--- src/common/trap_pkg.sv ---
// Trap unit package: data types, machine CSR addresses and fixed CSR field values.
`default_nettype none

package trap_pkg;

    // Data word on the CSR port.
    typedef logic [31:0] word_t;
    // CSR address.
    typedef logic [11:0] csr_addr_t;
    // Instruction address, halfword aligned.
    typedef logic [31:1] pc_t;
    // Trap vector base, word aligned.
    typedef logic [31:2] tvec_t;
    // Interrupt or trap number.
    typedef logic [4:0] cause_t;
    // Synchronous trap cause from the core.
    typedef logic [3:0] trap_cause_t;
    // External interrupt lines 16 to 31.
    typedef logic [31:16] ext_irq_t;

    // Machine CSR address map.
    localparam csr_addr_t CSR_MSTATUS    = 12'h300;
    localparam csr_addr_t CSR_MISA       = 12'h301;
    localparam csr_addr_t CSR_MEDELEG    = 12'h302;
    localparam csr_addr_t CSR_MIDELEG    = 12'h303;
    localparam csr_addr_t CSR_MIE        = 12'h304;
    localparam csr_addr_t CSR_MTVEC      = 12'h305;
    localparam csr_addr_t CSR_MSTATUSH   = 12'h310;
    localparam csr_addr_t CSR_MSCRATCH   = 12'h340;
    localparam csr_addr_t CSR_MEPC       = 12'h341;
    localparam csr_addr_t CSR_MCAUSE     = 12'h342;
    localparam csr_addr_t CSR_MTVAL      = 12'h343;
    localparam csr_addr_t CSR_MIP        = 12'h344;
    localparam csr_addr_t CSR_MVENDORID  = 12'hF11;
    localparam csr_addr_t CSR_MARCHID    = 12'hF12;
    localparam csr_addr_t CSR_MIMPID     = 12'hF13;
    localparam csr_addr_t CSR_MHARTID    = 12'hF14;
    localparam csr_addr_t CSR_MCONFIGPTR = 12'hF15;

    // Registered architecture ID.
    localparam word_t MARCH_ID = 32'd37;
    // Version 2.0.0, major in bits 15 to 8.
    localparam word_t MIMPID_VALUE = 32'h0000_0200;

    // Machine timer interrupt number.
    localparam cause_t TIMER_IRQ_NO = 5'd7;
    // Edges with MIE set before interrupts are taken.
    localparam int MIE_DELAY = 2;

    // mstatus field positions.
    localparam int MSTATUS_MIE_BIT  = 3;
    localparam int MSTATUS_MPIE_BIT = 7;
    // Only M-mode exists, so MPP always reads 3.
    localparam logic [1:0] MSTATUS_MPP_VALUE = 2'd3;

endpackage

`default_nettype wire

--- src/hw/irq_arbiter.sv ---
// Interrupt arbiter: pending latch, enable mask, priority select and MIE delay.
`timescale 1ns/1ps
`default_nettype none

module irq_arbiter (
    input  wire logic               clk,
    input  wire logic               rst,
    input  wire trap_pkg::ext_irq_t irq,
    input  wire logic               timer_irq,
    input  wire trap_pkg::word_t    mie_mask,
    input  wire logic               status_mie,
    output trap_pkg::word_t         pending,
    output logic                    irq_req,
    output trap_pkg::cause_t        irq_cause
);

    // Next pending vector, before the register.
    trap_pkg::word_t pending_next;
    // Pending lines that are also enabled.
    trap_pkg::word_t masked;
    // MIE value seen at the last few edges.
    logic [trap_pkg::MIE_DELAY-1:0] mie_hist;

    // External lines on top, timer at bit 7.
    always_comb begin
        pending_next = '0;
        pending_next[31:16] = irq;
        pending_next[trap_pkg::TIMER_IRQ_NO] = timer_irq;
    end

    always_ff @(posedge clk) begin
        if (rst) begin
            pending  <= '0;
            mie_hist <= '0;
        end else begin
            pending  <= pending_next;
            // Oldest sample drops off the top.
            mie_hist <= {mie_hist[trap_pkg::MIE_DELAY-2:0], status_mie};
        end
    end

    assign masked = pending & mie_mask;

    // Lowest number wins, so scan downward and let the last hit stand.
    always_comb begin
        irq_cause = '0;
        for (int i = 31; i >= 0; i--) begin
            if (masked[i]) begin
                irq_cause = trap_pkg::cause_t'(i);
            end
        end
    end

    // Clearing MIE blocks at once through the live term.
    assign irq_req = (masked != '0) && (&mie_hist) && status_mie;

endmodule

`default_nettype wire

--- src/csr/csr_file.sv ---
// Machine CSR file: storage, read decode, and trap, write and return updates.
`timescale 1ns/1ps
`default_nettype none

module csr_file #(
    parameter trap_pkg::word_t HART_ID = '0,
    parameter bit HAS_M = 1'b1,
    parameter bit HAS_A = 1'b1,
    parameter bit HAS_C = 1'b1
) (
    input  wire logic                clk,
    input  wire logic                rst,
    input  wire trap_pkg::csr_addr_t csr_addr,
    input  wire logic                csr_we,
    input  wire trap_pkg::word_t     csr_wdata,
    input  wire trap_pkg::word_t     pending,
    input  wire logic                exc_taken,
    input  wire logic                exc_irq,
    input  wire trap_pkg::cause_t    exc_cause,
    input  wire trap_pkg::pc_t       exc_epc,
    input  wire logic                mret,
    output trap_pkg::word_t          csr_rdata,
    output logic                     csr_exists,
    output logic                     csr_rdonly,
    output trap_pkg::word_t          mie_mask,
    output logic                     status_mie,
    output trap_pkg::tvec_t          mtvec,
    output trap_pkg::pc_t            mepc
);

    // Previous interrupt enable.
    logic status_mpie;
    // Per-interrupt enables.
    trap_pkg::word_t mie;
    trap_pkg::word_t mscratch;
    // mcause split into flag and number.
    logic mcause_int;
    trap_pkg::cause_t mcause_no;

    // Assembled read values.
    trap_pkg::word_t mstatus_val;
    trap_pkg::word_t misa_val;
    trap_pkg::word_t mcause_val;
    trap_pkg::word_t mip_val;

    always_comb begin
        mstatus_val = '0;
        mstatus_val[trap_pkg::MSTATUS_MIE_BIT]  = status_mie;
        mstatus_val[trap_pkg::MSTATUS_MPIE_BIT] = status_mpie;
        mstatus_val[12:11] = trap_pkg::MSTATUS_MPP_VALUE;
    end

    // Extension letters A, C, I, M and MXL of 32 bits.
    always_comb begin
        misa_val = '0;
        misa_val[0]     = HAS_A;
        misa_val[2]     = HAS_C;
        misa_val[8]     = 1'b1;
        misa_val[12]    = HAS_M;
        misa_val[31:30] = 2'b01;
    end

    assign mcause_val = {mcause_int, 26'd0, mcause_no};
    // Only enabled lines show as pending.
    assign mip_val = pending & mie;

    // Read decode.
    always_comb begin
        csr_exists = 1'b1;
        csr_rdonly = 1'b0;
        csr_rdata  = '0;
        case (csr_addr)
            trap_pkg::CSR_MSTATUS:  csr_rdata = mstatus_val;
            // Fixed by the extension parameters.
            trap_pkg::CSR_MISA: begin
                csr_rdonly = 1'b1;
                csr_rdata  = misa_val;
            end
            trap_pkg::CSR_MEDELEG:  csr_rdata = '0;
            trap_pkg::CSR_MIDELEG:  csr_rdata = '0;
            trap_pkg::CSR_MIE:      csr_rdata = mie;
            trap_pkg::CSR_MTVEC:    csr_rdata = {mtvec, 2'b00};
            trap_pkg::CSR_MSTATUSH: csr_rdata = '0;
            trap_pkg::CSR_MIP:      csr_rdata = mip_val;
            trap_pkg::CSR_MSCRATCH: csr_rdata = mscratch;
            trap_pkg::CSR_MEPC:     csr_rdata = {mepc, 1'b0};
            trap_pkg::CSR_MCAUSE:   csr_rdata = mcause_val;
            trap_pkg::CSR_MTVAL:    csr_rdata = '0;
            // Identity registers.
            trap_pkg::CSR_MVENDORID: begin
                csr_rdonly = 1'b1;
            end
            trap_pkg::CSR_MARCHID: begin
                csr_rdonly = 1'b1;
                csr_rdata  = trap_pkg::MARCH_ID;
            end
            trap_pkg::CSR_MIMPID: begin
                csr_rdonly = 1'b1;
                csr_rdata  = trap_pkg::MIMPID_VALUE;
            end
            trap_pkg::CSR_MHARTID: begin
                csr_rdonly = 1'b1;
                csr_rdata  = HART_ID;
            end
            trap_pkg::CSR_MCONFIGPTR: begin
                csr_rdonly = 1'b1;
            end
            default: begin
                csr_exists = 1'b0;
            end
        endcase
    end

    // Exception beats write, write beats mret.
    always_ff @(posedge clk) begin
        if (rst) begin
            status_mie  <= 1'b0;
            status_mpie <= 1'b0;
            mie         <= '0;
            mtvec       <= '0;
            mscratch    <= '0;
            mepc        <= '0;
            mcause_int  <= 1'b0;
            mcause_no   <= '0;
        end else if (exc_taken) begin
            // Stack the enable and record the cause.
            status_mpie <= status_mie;
            status_mie  <= 1'b0;
            mepc        <= exc_epc;
            mcause_int  <= exc_irq;
            mcause_no   <= exc_cause;
        end else if (csr_we) begin
            case (csr_addr)
                trap_pkg::CSR_MSTATUS: begin
                    status_mie  <= csr_wdata[trap_pkg::MSTATUS_MIE_BIT];
                    status_mpie <= csr_wdata[trap_pkg::MSTATUS_MPIE_BIT];
                end
                trap_pkg::CSR_MIE:      mie <= csr_wdata;
                trap_pkg::CSR_MTVEC:    mtvec <= csr_wdata[31:2];
                trap_pkg::CSR_MSCRATCH: mscratch <= csr_wdata;
                trap_pkg::CSR_MEPC:     mepc <= csr_wdata[31:1];
                trap_pkg::CSR_MCAUSE: begin
                    mcause_int <= csr_wdata[31];
                    mcause_no  <= csr_wdata[4:0];
                end
                // Read-only and zero CSRs drop the write.
                default: ;
            endcase
        end else if (mret) begin
            // Unstack the enable.
            status_mie <= status_mpie;
        end
    end

    assign mie_mask = mie;

endmodule

`default_nettype wire

--- src/hw/trap_dispatch.sv ---
// Exception dispatch: merges the interrupt request and the trap strobe into one event.
`timescale 1ns/1ps
`default_nettype none

module trap_dispatch (
    input  wire logic                  irq_req,
    input  wire trap_pkg::cause_t      irq_cause,
    input  wire logic                  retire_valid,
    input  wire logic                  trap_valid,
    input  wire trap_pkg::trap_cause_t trap_cause,
    input  wire trap_pkg::pc_t         wb_pc,
    output logic                       exc_taken,
    output logic                       exc_irq,
    output trap_pkg::cause_t           exc_cause,
    output trap_pkg::pc_t              exc_epc
);

    // Interrupts only land on a retiring instruction.
    logic irq_take;

    assign irq_take = irq_req && retire_valid;

    always_comb begin
        if (irq_take) begin
            // Interrupt wins over a trap in the same cycle.
            exc_taken = 1'b1;
            exc_irq   = 1'b1;
            exc_cause = irq_cause;
        end else if (trap_valid) begin
            exc_taken = 1'b1;
            exc_irq   = 1'b0;
            exc_cause = trap_pkg::cause_t'(trap_cause);
        end else begin
            // Nothing to dispatch.
            exc_taken = 1'b0;
            exc_irq   = 1'b0;
            exc_cause = '0;
        end
    end

    // Return address is word aligned.
    assign exc_epc = {wb_pc[31:2], 1'b0};

endmodule

`default_nettype wire

--- src/hw/trap_unit.sv ---
// Trap unit top level: interrupt arbiter, machine CSR file and exception dispatch.
`timescale 1ns/1ps
`default_nettype none

module trap_unit #(
    parameter trap_pkg::word_t HART_ID = '0,
    parameter bit HAS_M = 1'b1,
    parameter bit HAS_A = 1'b1,
    parameter bit HAS_C = 1'b1
) (
    input  wire logic                  clk,
    input  wire logic                  rst,
    input  wire trap_pkg::ext_irq_t    irq,
    input  wire logic                  timer_irq,
    input  wire trap_pkg::csr_addr_t   csr_addr,
    input  wire logic                  csr_we,
    input  wire trap_pkg::word_t       csr_wdata,
    input  wire logic                  retire_valid,
    input  wire logic                  trap_valid,
    input  wire trap_pkg::trap_cause_t trap_cause,
    input  wire trap_pkg::pc_t         wb_pc,
    input  wire logic                  mret,
    output trap_pkg::word_t            csr_rdata,
    output logic                       csr_exists,
    output logic                       csr_rdonly,
    output logic                       exc_taken,
    output logic                       exc_irq,
    output trap_pkg::tvec_t            exc_tvec,
    output trap_pkg::pc_t              ret_epc,
    output logic                       status_mie
);

    // Enable mask from mie.
    trap_pkg::word_t mie_mask;
    // Latched interrupt lines.
    trap_pkg::word_t pending;
    // Arbiter result.
    logic irq_req;
    trap_pkg::cause_t irq_cause;
    // Exception event into the CSRs.
    trap_pkg::cause_t exc_cause;
    trap_pkg::pc_t exc_epc;

    irq_arbiter u_irq_arbiter (
        .clk        (clk),
        .rst        (rst),
        .irq        (irq),
        .timer_irq  (timer_irq),
        .mie_mask   (mie_mask),
        .status_mie (status_mie),
        .pending    (pending),
        .irq_req    (irq_req),
        .irq_cause  (irq_cause)
    );

    trap_dispatch u_trap_dispatch (
        .irq_req      (irq_req),
        .irq_cause    (irq_cause),
        .retire_valid (retire_valid),
        .trap_valid   (trap_valid),
        .trap_cause   (trap_cause),
        .wb_pc        (wb_pc),
        .exc_taken    (exc_taken),
        .exc_irq      (exc_irq),
        .exc_cause    (exc_cause),
        .exc_epc      (exc_epc)
    );

    // mtvec and mepc leave directly as vector and return address.
    csr_file #(
        .HART_ID (HART_ID),
        .HAS_M   (HAS_M),
        .HAS_A   (HAS_A),
        .HAS_C   (HAS_C)
    ) u_csr_file (
        .clk        (clk),
        .rst        (rst),
        .csr_addr   (csr_addr),
        .csr_we     (csr_we),
        .csr_wdata  (csr_wdata),
        .pending    (pending),
        .exc_taken  (exc_taken),
        .exc_irq    (exc_irq),
        .exc_cause  (exc_cause),
        .exc_epc    (exc_epc),
        .mret       (mret),
        .csr_rdata  (csr_rdata),
        .csr_exists (csr_exists),
        .csr_rdonly (csr_rdonly),
        .mie_mask   (mie_mask),
        .status_mie (status_mie),
        .mtvec      (exc_tvec),
        .mepc       (ret_epc)
    );

endmodule

`default_nettype wire

--- config.mk ---
export PLATFORM = sky130hd
export DESIGN_NAME = trap_unit
export DESIGN_NICKNAME = d
export VERILOG_FILES = /design/src/common/trap_pkg.sv /design/src/hw/irq_arbiter.sv /design/src/csr/csr_file.sv /design/src/hw/trap_dispatch.sv /design/src/hw/trap_unit.sv
export SDC_FILE = /design/constraint.sdc
export NUM_CORES = 1
export LEC_CHECK = 0
export BUFFER_PORTS_ARGS = -buffer_cell sky130_fd_sc_hd__buf_2
export CAP_MARGIN = 20
export CORE_ASPECT_RATIO = 1.25
export CORE_MARGIN = 2
export CORE_UTILIZATION = 52
export CTS_CLUSTER_DIAMETER = 60
export CTS_CLUSTER_SIZE = 25
export DETAILED_ROUTE_END_ITERATION = 8
export GPL_ROUTABILITY_DRIVEN = 0
export PLACE_DENSITY = 0.78
export SLEW_MARGIN = 20
export SYNTH_ARGS = -nofsm -noshare
export SYNTH_HDL_FRONTEND = slang
export SYNTH_SLANG_ARGS = --single-unit
--- constraint.sdc ---
create_clock -name clk -period 4.63 [get_ports clk]
set_input_delay 1.1575 -clock clk [delete_from_list [all_inputs] [get_ports clk]]
set_output_delay 1.1575 -clock clk [all_outputs]
set_load 0.01 [all_outputs]
======== Word-level counts from Yosys, hierarchy flattened ========
Index checks and enable logic that the tools add are counted.
storage, ports and cells
  output and inout port bits .............. 98
  input port bits ......................... 102
  register bits after elaboration ......... 167
cells by class
  reductions and logical operators ........ 21
  bitwise logic cells ..................... 2
  equal/unequal tests ..................... 18
  muxes and demuxes ....................... 55
operator list
  operator                                                            number
  32-bit one-hot mux with 10 select lines                             1
  5-bit 2-to-1 mux                                                    36
  12-bit by 10-bit == test with 1-bit output (second input constant)  12
  31-bit 2-to-1 mux                                                   3
  12-bit == test (second input constant)                              5
  32-bit bitwise AND                                                  1
  32-bit nonzero test                                                 1
  17-bit OR reduction                                                 1
  1-bit 2-to-1 mux                                                    14
  2-bit AND reduction                                                 6
  2-bit nonzero test                                                  5
  3-bit AND reduction                                                 3
  6-bit OR reduction                                                  1
  4-bit 2-to-1 mux                                                    1
  1-bit logical AND                                                   3
  2-bit by 1-bit != test with 1-bit output (second input constant)    1
  2-bit OR reduction                                                  1
  1-bit inverter                                                      1

======== Depth between registers and ports, before layout ========
Gate-level depths: netlist of run 1.
  depth in word-level cells ............... 35
  gate-level depth with buffers ........... 10
  gate-level depth less buffers ........... 6

======== By module ========
From an unflattened synthesis of run 1, not the netlist that was laid out.
second synthesis, totals
  cell total of the unflattened synthesis .. 999
  area, all modules ....................... 8021.4 sq um
modules (own cells, without submodules)
  module         seq. area each (sq um)  times used  cells each  area an instance (sq um)
  csr_file       2662.6                  1           849         6745.2
  irq_arbiter    380.4                   1           102         952.2
  trap_dispatch  0.0                     1           48          324.1

======== Worst setup path before layout of run 1 ========
No wires, ideal clock.
  kind .................................... input to output
  start ................................... input port csr_addr[7]
  end ..................................... output port csr_rdata[27]
  path buffers ............................ 2
  data arrival time ....................... 3.108 ns
  slack ................................... 0.365 ns
  stages .................................. 8
  cell sequence ........................... or4_1 -> buf_2 -> or3b_4 -> nor3_4 -> buf_2 -> a21oi_1 -> nor2b_1 -> a221o_1
between the ends
  longest elaborated chain between the ends .. 2
  elaborated cells between the ends (all ways) .. 11
RTL lines
  element                                                                              line             text
  from (decl)                                                                          trap_unit.sv:15  input wire trap_pkg::csr_addr_t csr_addr,
  12-bit == test / 12-bit by 10-bit == test with 1-bit output (equally long branches)  csr_file.sv:72   case (csr_addr)
  32-bit one-hot mux with 10 select lines *                                            csr_file.sv:72
  to (decl)                                                                            trap_unit.sv:23  output trap_pkg::word_t csr_rdata,
Mark *: on every way between the ends. The rest lies on a longest branch, timed or not.

======== Final worst setup path of run 1 ========
  start ................................... input port csr_addr[1]
  end ..................................... output port csr_rdata[30]
Same word-level chain as after synthesis.

==> impl_metrics.env, run 1 <==
export IMPL_status="complete, no violations"
export IMPL_insertion_delay_ns=0.42
export IMPL_fin_crit_ns=4.49
export IMPL_max_freq_mhz=223
export IMPL_grt_pass1_vias=6507
export IMPL_p_per_area_mw_per_mm2=321
export IMPL_dp_hpwl_mm=15.0
export IMPL_setup_ws_ns=0.138
export IMPL_synth_edf_count=0
export IMPL_hold_path_class="flip-flop to flip-flop"
export IMPL_cts_tree="built"
export IMPL_ys_async_sr_fraction=0
export IMPL_yosysMostFrequentCell="dfxtp_1"
export IMPL_start_util=0.536
export IMPL_hold_violations=0
export IMPL_max_slew_worst_pin_slew_ns=0.821
export IMPL_cts_setup_buffers=0
export IMPL_die_y_um=135
export IMPL_slew_headroom=0.452
export IMPL_fillers=1147
export IMPL_p_leak_nw=3.58
export IMPL_cts_buffers=17
export IMPL_synth_top_cell_by_area="dfxtp_1"
export IMPL_drc=0
export IMPL_post_dp_cell_area_mm2=0.00829
export IMPL_syn_inst=800
export IMPL_wl_mm=21.9
export IMPL_synth_area_mm2=0.00712
export IMPL_yosys_top_cells_count="dfxtp_1, mux2i_1, nor2_1"
export IMPL_nets=1077
export IMPL_dieArea_mm2=0.0147
export IMPL_fin_skew_ns=0.0116
export IMPL_numPortBuffers=198
export IMPL_ctsResizeCount=0
export IMPL_synth_top_area_share=0.427
export IMPL_cts_max_level=4
export IMPL_synthTopCellsByArea="dfxtp_1, mux2i_1, nor2_1"
export IMPL_syn_num_nets=902
export IMPL_ctsLongestPathBuffers=2
export IMPL_crit_path_end_kind="output port"
export IMPL_crit_path_start_kind="primary input"
export IMPL_drive_gt1_frac=0.270
export IMPL_setup_viol=0
export IMPL_cts_sinks=152
export IMPL_num_vias=6923
export IMPL_grt_overflow=0
export IMPL_yosysWarnings=0
export IMPL_ir_worst_vdd_mv=0.214
export IMPL_hold_path_startpoint="u_csr_file.mscratch[9]$_SDFFE_PP0P_"
export IMPL_fin_crit_sh=0.970
export IMPL_grt_pass1_wl_mm=34.0
export IMPL_grt_setup_unrepaired="false"
export IMPL_finalMaxSlewViolations=0
export IMPL_area_growth_pct=24.1
export IMPL_worstPathMaxFanout=31
export IMPL_clockRootBuffer="clkbuf_16"
export IMPL_viasPerCell=5.97
export IMPL_critPathKind="primary input to output port"
export IMPL_rrSetupSlack_ns=1.92
export IMPL_die_w_um=109
export IMPL_clkTransAtPathRegs_ns=0.06
export IMPL_antenna_found_initial=1
export IMPL_ys_flop_type="dfxtp_1"
export IMPL_avgSynthCellArea_um2=8.90
export IMPL_rows=47
export IMPL_finalSetupTns_ns=0
export IMPL_ys_ff_latch=152
export IMPL_wl_per_cell_um=18.9
export IMPL_crit_start="csr_addr[1]"
export IMPL_design_area_mm2=0.00884
export IMPL_yosysSeqAreaShare=0.427
export IMPL_firstDrtPassIters=5
export IMPL_yosysUniqueCellTypes=52
export IMPL_cp_required_ns=3.47
export IMPL_cap_violations=0
export IMPL_design_core_area_mm2=0.0133
export IMPL_hold_buffers=0
export IMPL_drt_iter0_drc=714
export IMPL_drtAntennaViolNets=0
export IMPL_arrival_ns=3.33
export IMPL_grt_usage=0.299
export IMPL_num_io_pins=200
export IMPL_r2r_start="u_irq_arbiter.pending[20]$_SDFF_PP0_"
export IMPL_grt_max_degree=80
export IMPL_detailedPlace_worstSlack_ns=0.157
==> registers in the layout, indices dropped and copies added, names as in the netlist, 2 cells and up <==
name and flops:
u_irq_arbiter.mie_hist 2, u_csr_file.mtvec 30, u_csr_file.mcause_no 5, u_csr_file.mscratch 32
u_irq_arbiter.pending 17, u_csr_file.mepc 31, u_csr_file.mie_mask 32
==> layout by cell type, fill, tap and decap left out, types with 3 or more instances in the layout <==
cell type  instances
buf_2            197
dfxtp_1          152
mux2i_1          108
nor2_1           105
nand2_1           92
a21oi_1           54
nor2b_1           34
a211oi_1          34
a22o_1            21
a221o_1           18
clkbuf_16         17
buf_4             17
a22oi_1           13
a221oi_1          10
o22ai_1            7
buf_12             7
nor4_1             6
nand3_1            6
inv_6              6
inv_1              5
nand2b_1           5
o21ai_1            5
o21ai_0            5
mux2_2             4
a31oi_1            4
a32o_1             4
clkinv_2           4
and2_1             3
and3_1             3
==> critical path, cell delays in order <==
cell,delay [ns]
buf_2,0.15
or4_1,0.53
or3b_4,0.46
nor3_4,0.21
buf_12,0.23
a221o_1,0.18
nand2_1,0.07
o211ai_1,0.16
buf_2,0.18
==> layer usage <==
| metal | track usage | vias up | wire length (um) |
|---|---|---|---|
| li1 | - | 3239 | - |
| met1 | 0.363 | 3254 | 8380 |
| met2 | 0.501 | 366 | 10700 |
| met3 | 0.0603 | 64 | 1830 |
| met4 | 0.147 | 0 | 932 |
| met5 | 0 | - | 0 |
==> stage by stage <==
stage	power (W)	util	hold slack, ns	instances
6_report	0.00284	0.665	0.455	1160
5_1_grt	0.00294	0.665	0.469	1159
4_1_cts	0.00285	0.665	0.455	1159
3_5_place_dp	0.00159	0.624	0.447	1127
3_3_place_gp	0.00159	0.624	0.442	1127
2_1_floorplan	0.00148	-	0.430	800
==> path summary, 6_finish.rpt <==
path                                               end  cells past startpoint
setup / recovery                         csr_rdata[30]                      9
hold / removal     u_csr_file.mscratch[9]$_SDFFE_PP0P_                      2
setup reg to reg  u_csr_file.mcause_no[4]$_SDFFE_PP0P_                      7
hold reg to reg    u_csr_file.mscratch[9]$_SDFFE_PP0P_                      2
==> power breakdown <==
| group | leakage, nW | internal [W] | total [W] | switching [W] |
|---|---|---|---|---|
| sequential | 1.24 | 0.00134 | 0.00136 | 0.0000262 |
| combinational | 2.08 | 0.0000815 | 0.000200 | 0.000118 |
| clock | 0.267 | 0.000696 | 0.00127 | 0.000579 |
| total | 3.58 | 0.00211 | 0.00284 | 0.000723 |
==> kinds of logic (layout without fill, tap and decap cells) <==
family | count (synthesis) | in the layout | share of synthesized area
muxes | 112 | 112 | 0.158
AOI/OAI and AO/OA | 189 | 189 | 0.189
DFF | 152 | 152 | 0.427
and+or+nand+nor | 277 | 277 | 0.178
other | 0 | 1 | 0
buffers and inverters | 70 | 258 | 0.0467
==> final cells by class <==
class | instances | area (um2) | area share
Clock buffer | 17 | 425 | 0.0481
Timing Repair Buffer | 221 | 1250 | 0.142
Inverter | 5 | 18.8 | 0.00212
Multi-Input combinational cell | 578 | 3760 | 0.426
Antenna cell | 1 | 2.50 | 0.000283
Sequential cell | 152 | 3040 | 0.344
Tap cell | 171 | 214 | 0.0242
Clock inverter | 15 | 116 | 0.0132
No activity file was read; power rests on OpenSTA's default activity.
==> run 2: changes to the inputs <==
--- a/config.mk
+++ b/config.mk
@@ -5,16 +5,18 @@
 export SDC_FILE = /design/constraint.sdc
 export NUM_CORES = 1
 export LEC_CHECK = 0
+export ABC_AREA = 1
 export BUFFER_PORTS_ARGS = -buffer_cell sky130_fd_sc_hd__buf_2
 export CAP_MARGIN = 20
 export CORE_ASPECT_RATIO = 1.25
 export CORE_MARGIN = 2
-export CORE_UTILIZATION = 52
+export CORE_UTILIZATION = 49
+export CTS_BUF_LIST = sky130_fd_sc_hd__clkbuf_4 sky130_fd_sc_hd__clkbuf_8
 export CTS_CLUSTER_DIAMETER = 60
 export CTS_CLUSTER_SIZE = 25
 export DETAILED_ROUTE_END_ITERATION = 8
 export GPL_ROUTABILITY_DRIVEN = 0
-export PLACE_DENSITY = 0.78
+export PLACE_DENSITY = 0.76
 export SLEW_MARGIN = 20
 export SYNTH_ARGS = -nofsm -noshare
 export SYNTH_HDL_FRONTEND = slang
==> constraint.sdc (replaced) <==
create_clock -name clk -period 4 [get_ports clk]
set_input_delay 1 -clock clk [delete_from_list [all_inputs] [get_ports clk]]
set_output_delay 1 -clock clk [all_outputs]
set_load 0.01 [all_outputs]
==> run 2 against run 1 <==
  * Routed wire length grew 1.9%
  * Largest power group unchanged
  * Synthesized cell count grew 24%
  * Sequential share of layout area is essentially flat
  * Critical path depth grew 1
  * Clock power shrank 16%
  * Highest routed layer unchanged
  * Hold slack lost 0.030 ns
  * Count of clock-buffer cells in the layout grew 6
  * Final cell count grew 18%
  * Largest cell class unchanged
  * Via count grew 7.0%
  * Die area grew 11%
==> impl_metrics.env, run 2 <==
export IMPL_grt_pass1_wl_mm=34.5
export IMPL_drtAntennaViolNets=0
export IMPL_start_util=0.498
export IMPL_fin_crit_ns=3.76
export IMPL_final_common_cell="buf_2"
export IMPL_finalMaxSlewViolations=0
export IMPL_ys_ff_latch=152
export IMPL_ctsResizeCount=0
export IMPL_synth_area_mm2=0.00745
export IMPL_grt_max_degree=71
export IMPL_drc=0
export IMPL_wl_per_cell_um=16.4
export IMPL_ys_flop_type="dfxtp_1"
export IMPL_synth_edf_count=0
export IMPL_rows=50
export IMPL_cap_violations=0
export IMPL_hold_slack_ns=0.425
export IMPL_avgSynthCellArea_um2=7.50
export IMPL_cts_buffers=17
export IMPL_syn_inst=993
export IMPL_dieArea_mm2=0.0162
export IMPL_firstDrtPassIters=5
export IMPL_final_cell_mix="buf_2, inv_1, dfxtp_1"
export IMPL_num_vias=7407
export IMPL_grt_usage=0.275
export IMPL_fin_total_pwr_w=0.00286
export IMPL_worstPathMaxFanout=6
export IMPL_die_w_um=114
export IMPL_ctsLongestPathBuffers=2
export IMPL_hold_violations=0
export IMPL_synthTopCellsByArea="dfxtp_1, a211oi_2, inv_1"
export IMPL_crit_path_top_delay_cell="nor2_1"
export IMPL_syn_num_nets=1095
export IMPL_status="complete, no violations"
export IMPL_cts_tree="built"
export IMPL_dp_hpwl_mm=15.0
export IMPL_ys_async_sr_fraction=0
export IMPL_yosysUniqueCellTypes=39
export IMPL_setup_viol=0
export IMPL_ir_worst_vdd_mv=0.206
export IMPL_synth_top_area_share=0.409
export IMPL_slew_headroom=0.364
export IMPL_design_core_area_mm2=0.0150
export IMPL_path_delay_family="simple AND/OR/NAND/NOR gates"
export IMPL_fin_skew_ns=0.0106
export IMPL_clkTransAtPathRegs_ns=0.08
export IMPL_fillers=1432
export IMPL_cts_setup_buffers=0
export IMPL_num_antenna_cells=0
export IMPL_cp_required_ns=3.00
export IMPL_numPortBuffers=198
export IMPL_nets=1271
export IMPL_yosysWarnings=0
export IMPL_viasPerCell=5.43
export IMPL_max_slew_worst_pin_slew_ns=0.954
export IMPL_grt_pass1_vias=6750
export IMPL_critPathKind="primary input to output port"
export IMPL_crit_path_end_kind="output port"
export IMPL_cts_sinks=152
export IMPL_p_per_area_mw_per_mm2=324
export IMPL_hold_path_class="flip-flop to flip-flop"
export IMPL_grt_overflow=0
export IMPL_crit_path_start_kind="primary input"
export IMPL_yosysMostFrequentCell="inv_1"
export IMPL_yosys_top_cells_count="inv_1, dfxtp_1, nand2_1"
export IMPL_drive_gt1_frac=0.272
export IMPL_p_leak_nw=3.85
export IMPL_crit_buf_inv=4
export IMPL_area_growth_pct=18.7
export IMPL_finalSetupTns_ns=0
export IMPL_synth_top_cell_by_area="dfxtp_1"
export IMPL_grt_setup_unrepaired="false"
export IMPL_wl_mm=22.3
export IMPL_clockRootBuffer="clkbuf_8"
export IMPL_num_io_pins=200
export IMPL_hold_buffers=0
export IMPL_final_util=0.591
export IMPL_insertion_delay_ns=0.47
export IMPL_cts_max_level=4
export IMPL_yosysSeqAreaShare=0.409
export IMPL_crit_path_max_incr_delay_ns=0.40
export IMPL_arrival_ns=2.76
export IMPL_max_freq_mhz=266
export IMPL_drt_iter0_drc=605
export IMPL_path_cells="buf_2 -> nor3_2 -> nand3_1 -> inv_1 -> nand2_1 -> nor2_1 -> inv_1 -> o21ai_0 -> o21a_1 -> buf_2"
export IMPL_fin_crit_sh=0.941
export IMPL_antenna_found_initial=0
export IMPL_die_y_um=142
run 2: worst min-delay path: cells and delay by family (launching register included):
| kind | cells | cell delay [ns] |
|---|---|---|
| and+or+nand+nor | 1 | 0.03 |
| buffers and inverters | 1 | 0.05 |
| DFF | 1 | 0.31 |
run 2: cells by family (layout without fill, tap and decap cells):
group,Yosys count,in the layout,synth area share
buffers and inverters,226,414,0.128
and+or+nand+nor,276,276,0.155
AOI/OAI and AO/OA,339,339,0.309
DFF,152,152,0.409
run 2: path summary, 6_finish.rpt:
kind	start	cells past startpoint	slack, ns	endpoint
min reg2reg	u_irq_arbiter.mie_hist[0]$_SDFF_PP0_	2	0.42	u_irq_arbiter.mie_hist[1]$_SDFF_PP0_
min	u_irq_arbiter.mie_hist[0]$_SDFF_PP0_	2	0.42	u_irq_arbiter.mie_hist[1]$_SDFF_PP0_
max reg2reg	u_csr_file.mie_mask[30]$_SDFFE_PP0P_	12	1.27	u_csr_file.mscratch[27]$_SDFFE_PP0P_
max	csr_addr[11]	10	0.24	csr_rdata[7]
run 2: area by class of cell:
cell class / count / area, um2 / share of cell area
Multi-Input combinational cell: 615 / 3450 / 0.390
Tap cell: 182 / 228 / 0.0257
Inverter: 166 / 627 / 0.0709
Clock buffer: 23 / 310 / 0.0351
Timing Repair Buffer: 217 / 1140 / 0.128
Sequential cell: 152 / 3040 / 0.344
Clock inverter: 8 / 46.3 / 0.00523
run 2: power breakdown:
group	leakage, nW	switching (W)	internal (W)	total, W
logic	2.42	0.000139	0.0000837	0.000223
clock network	0.191	0.000564	0.000509	0.00107
registers	1.24	0.0000228	0.00155	0.00157
total	3.85	0.000726	0.00214	0.00286
run 2: through the flow:
stage          setup WS [ns]  area [um2]  cells
6_report               0.235        8840   1363
3_5_place_dp           0.306        8490   1332
3_3_place_gp           0.298        8490   1332
4_1_cts                0.282        8840   1363
2_1_floorplan          0.566        7450    993
5_1_grt               0.0844        8840   1363
run 2: routing by layer:
layer	GRT usage	vias up	part of all wire
met5	0	-	0
met4	0.127	0	0.027
met3	0.0513	42	0.055
met2	0.472	263	0.49
met1	0.332	3439	0.42
li1	-	3663	-
==> run 3: changes to the inputs <==
--- a/config.mk
+++ b/config.mk
@@ -16,6 +16,7 @@
 export CTS_CLUSTER_SIZE = 25
 export DETAILED_ROUTE_END_ITERATION = 8
 export GPL_ROUTABILITY_DRIVEN = 0
+export GPL_TIMING_DRIVEN = 0
 export PLACE_DENSITY = 0.76
 export SLEW_MARGIN = 20
 export SYNTH_ARGS = -nofsm -noshare
==> constraint.sdc (replaced) <==
create_clock -name clk -period 3.4 [get_ports clk]
set_input_delay 0.85 -clock clk [delete_from_list [all_inputs] [get_ports clk]]
set_output_delay 0.85 -clock clk [all_outputs]
set_load 0.01 [all_outputs]
==> run 3 against run 2 <==
  * The flow now finishes with violations (negative setup slack)
  * Non-clock buffer count up 55
  * Largest power group unchanged
  * Highest routed layer unchanged
  * Core utilization up 4.3 points
  * Critical endpoint is now csr_rdata[4]
  * Hold slack worse by 0.0030 ns
==> impl_metrics.env, run 3 (synthesis results as in run 2) <==
export IMPL_drc=0
export IMPL_insertion_delay_ns=0.47
export IMPL_clockRootBuffer="clkbuf_8"
export IMPL_grt_pass1_vias=7474
export IMPL_grt_overflow=0
export IMPL_finalSetupTns_ns=-0.0183
export IMPL_drt_iter0_drc=805
export IMPL_dp_hpwl_mm=19.2
export IMPL_path_cells="buf_2 -> nor3_4 -> inv_2 -> nor2_2 -> nand2_4 -> clkbuf_4 -> o22ai_1 -> a21oi_1 -> o221ai_1 -> buf_2"
export IMPL_fin_crit_ns=3.42
export IMPL_cts_max_level=4
export IMPL_p_leak_nw=4.12
export IMPL_ctsLongestPathBuffers=2
export IMPL_drive_gt1_frac=0.304
export IMPL_rrSetupSlack_ns=0.93
export IMPL_rows=50
export IMPL_crit_buf_inv=4
export IMPL_crit_path_start_kind="primary input"
export IMPL_num_io_pins=200
export IMPL_grt_use_met2=0.545
export IMPL_path_delay_family="buffers and inverters"
export IMPL_hold_depth=2
export IMPL_cts_sinks=152
export IMPL_crit_path_max_incr_delay_ns=0.26
export IMPL_setup_viol=1
export IMPL_r2r_end="u_csr_file.mepc[1]$_SDFFE_PP0P_"
export IMPL_hold_path_class="flip-flop to flip-flop"
export IMPL_cts_tree="built"
export IMPL_crit_path_top_delay_cell="nor3_4"
export IMPL_worstPathMaxFanout=10
export IMPL_final_cell_mix="buf_2, inv_1, dfxtp_1"
export IMPL_max_slew_worst_pin_slew_ns=0.911
export IMPL_design_area_mm2=0.00949
export IMPL_final_common_cell="buf_2"
export IMPL_top_usage_layer="met2"
export IMPL_final_util=0.635
export IMPL_ir_worst_vdd_mv=0.223
export IMPL_wl_per_cell_um=19.5
export IMPL_crit_top_cell="buf_2"
export IMPL_cp_required_ns=2.55
export IMPL_max_freq_mhz=293
export IMPL_crit_path_end_kind="output port"
export IMPL_setup_ws_ns=-0.0183
export IMPL_post_dp_cell_area_mm2=0.00866
export IMPL_fin_skew_ns=0.0109
export IMPL_hold_buffers=0
export IMPL_start_util=0.498
export IMPL_cap_violations=0
export IMPL_hold_slack_ns=0.422
export IMPL_path_depth=10
export IMPL_grt_setup_unrepaired="true"
export IMPL_antenna_found_initial=1
export IMPL_firstDrtPassIters=6
export IMPL_nets=1326
export IMPL_clkTransAtPathRegs_ns=0.07
export IMPL_grt_usage=0.330
export IMPL_finalMaxSlewViolations=0
export IMPL_cts_buffers=17
export IMPL_violations="negative setup slack"
export IMPL_status="finished, violations left"
export IMPL_fillers=1323
export IMPL_whs_endpoint="u_irq_arbiter.mie_hist[1]$_SDFF_PP0_"
export IMPL_die_y_um=142
export IMPL_grt_use_met1=0.402
export IMPL_die_w_um=114
export IMPL_design_core_area_mm2=0.0150
export IMPL_wl_mm=27.7
export IMPL_slew_headroom=0.392
export IMPL_drtAntennaViolNets=0
export IMPL_area_growth_pct=27.4
export IMPL_hold_violations=0
export IMPL_grt_pass1_wl_mm=40.1
export IMPL_num_vias=8122
export IMPL_r2r_start="u_csr_file.mie_mask[25]$_SDFFE_PP0P_"
export IMPL_grt_max_degree=17
export IMPL_p_per_area_mw_per_mm2=376
export IMPL_critPathKind="primary input to output port"
export IMPL_detailedPlace_worstSlack_ns=-0.807
export IMPL_dieArea_mm2=0.0162
export IMPL_hold_path_startpoint="u_irq_arbiter.mie_hist[0]$_SDFF_PP0_"
export IMPL_arrival_ns=2.57
export IMPL_grt_use_met3=0.0636
export IMPL_numPortBuffers=197
export IMPL_viasPerCell=5.72
export IMPL_fin_crit_sh=1.01
export IMPL_reg2regPathDepth=14
[run 3: how the worst max path moves through the flow]
stage | slack (ns) | end | start
6_report | -0.02 | csr_rdata[4] | csr_addr[1]
5_1_grt | -0.08 | csr_rdata[0] | csr_addr[11]
4_1_cts | -0.007 | csr_rdata[0] | csr_addr[3]
3_5_place_dp | -0.81 | csr_rdata[0] | csr_addr[1]
3_3_place_gp | -0.80 | csr_rdata[0] | csr_addr[1]
2_1_floorplan | 0.27 | csr_rdata[12] | csr_addr[5]
[run 3: cell type report]
class                   count  area (um2)  share of cell area
diodes                      1        2.50            0.000264
flip-flops and latches    152        3040               0.321
clock buffers              23         304              0.0320
multi-input cells         615        3600               0.379
clock inverters             8        95.1              0.0100
well taps                 182         228              0.0240
repair buffers            213        1160               0.123
inverters                 166         628              0.0662
plain buffers              59         428              0.0451
[run 3: through the flow]
stage	cells	total power (W)
2_1_floorplan	993	0.00201
3_3_place_gp	1372	0.00216
3_5_place_dp	1372	0.00216
4_1_cts	1411	0.00354
5_1_grt	1419	0.00365
6_report	1419	0.00357
[run 3: what timing repair did]
item	in CTS	in global routing
cloned	0	2
setup buffers	8	6
gates resized for setup	47	35
pin swaps	7	7
endpoints found under the setup margin	33	33
[run 3: report_power, final]
group | switching, W | internal, W | total, W
Sequential | 0.0000291 | 0.00182 | 0.00185
Combinational | 0.000191 | 0.000104 | 0.000295
Clock | 0.000690 | 0.000737 | 0.00143
[run 3: layer usage]
layer | vias up | share of wire
li1 | 3776 | -
met2 | 536 | 0.48
met5 | - | 0
met3 | 91 | 0.097
met4 | 0 | 0.051
met1 | 3719 | 0.37
[run 3: worst register-to-register path, stage by stage, from the launching register on]
cell and delay, ns:
dfxtp_1 0.37, nand2_1 0.10, nand2_1 0.09, inv_1 0.04
nand2_1 0.09, nor2_1 0.05, nand3b_1 0.11, nand2_2 0.11
inv_2 0.17, nor2_8 0.05, inv_4 0.20, clkbuf_1 0.58
nor2_1 0.14, a21oi_1 0.18, nor2_1 0.05
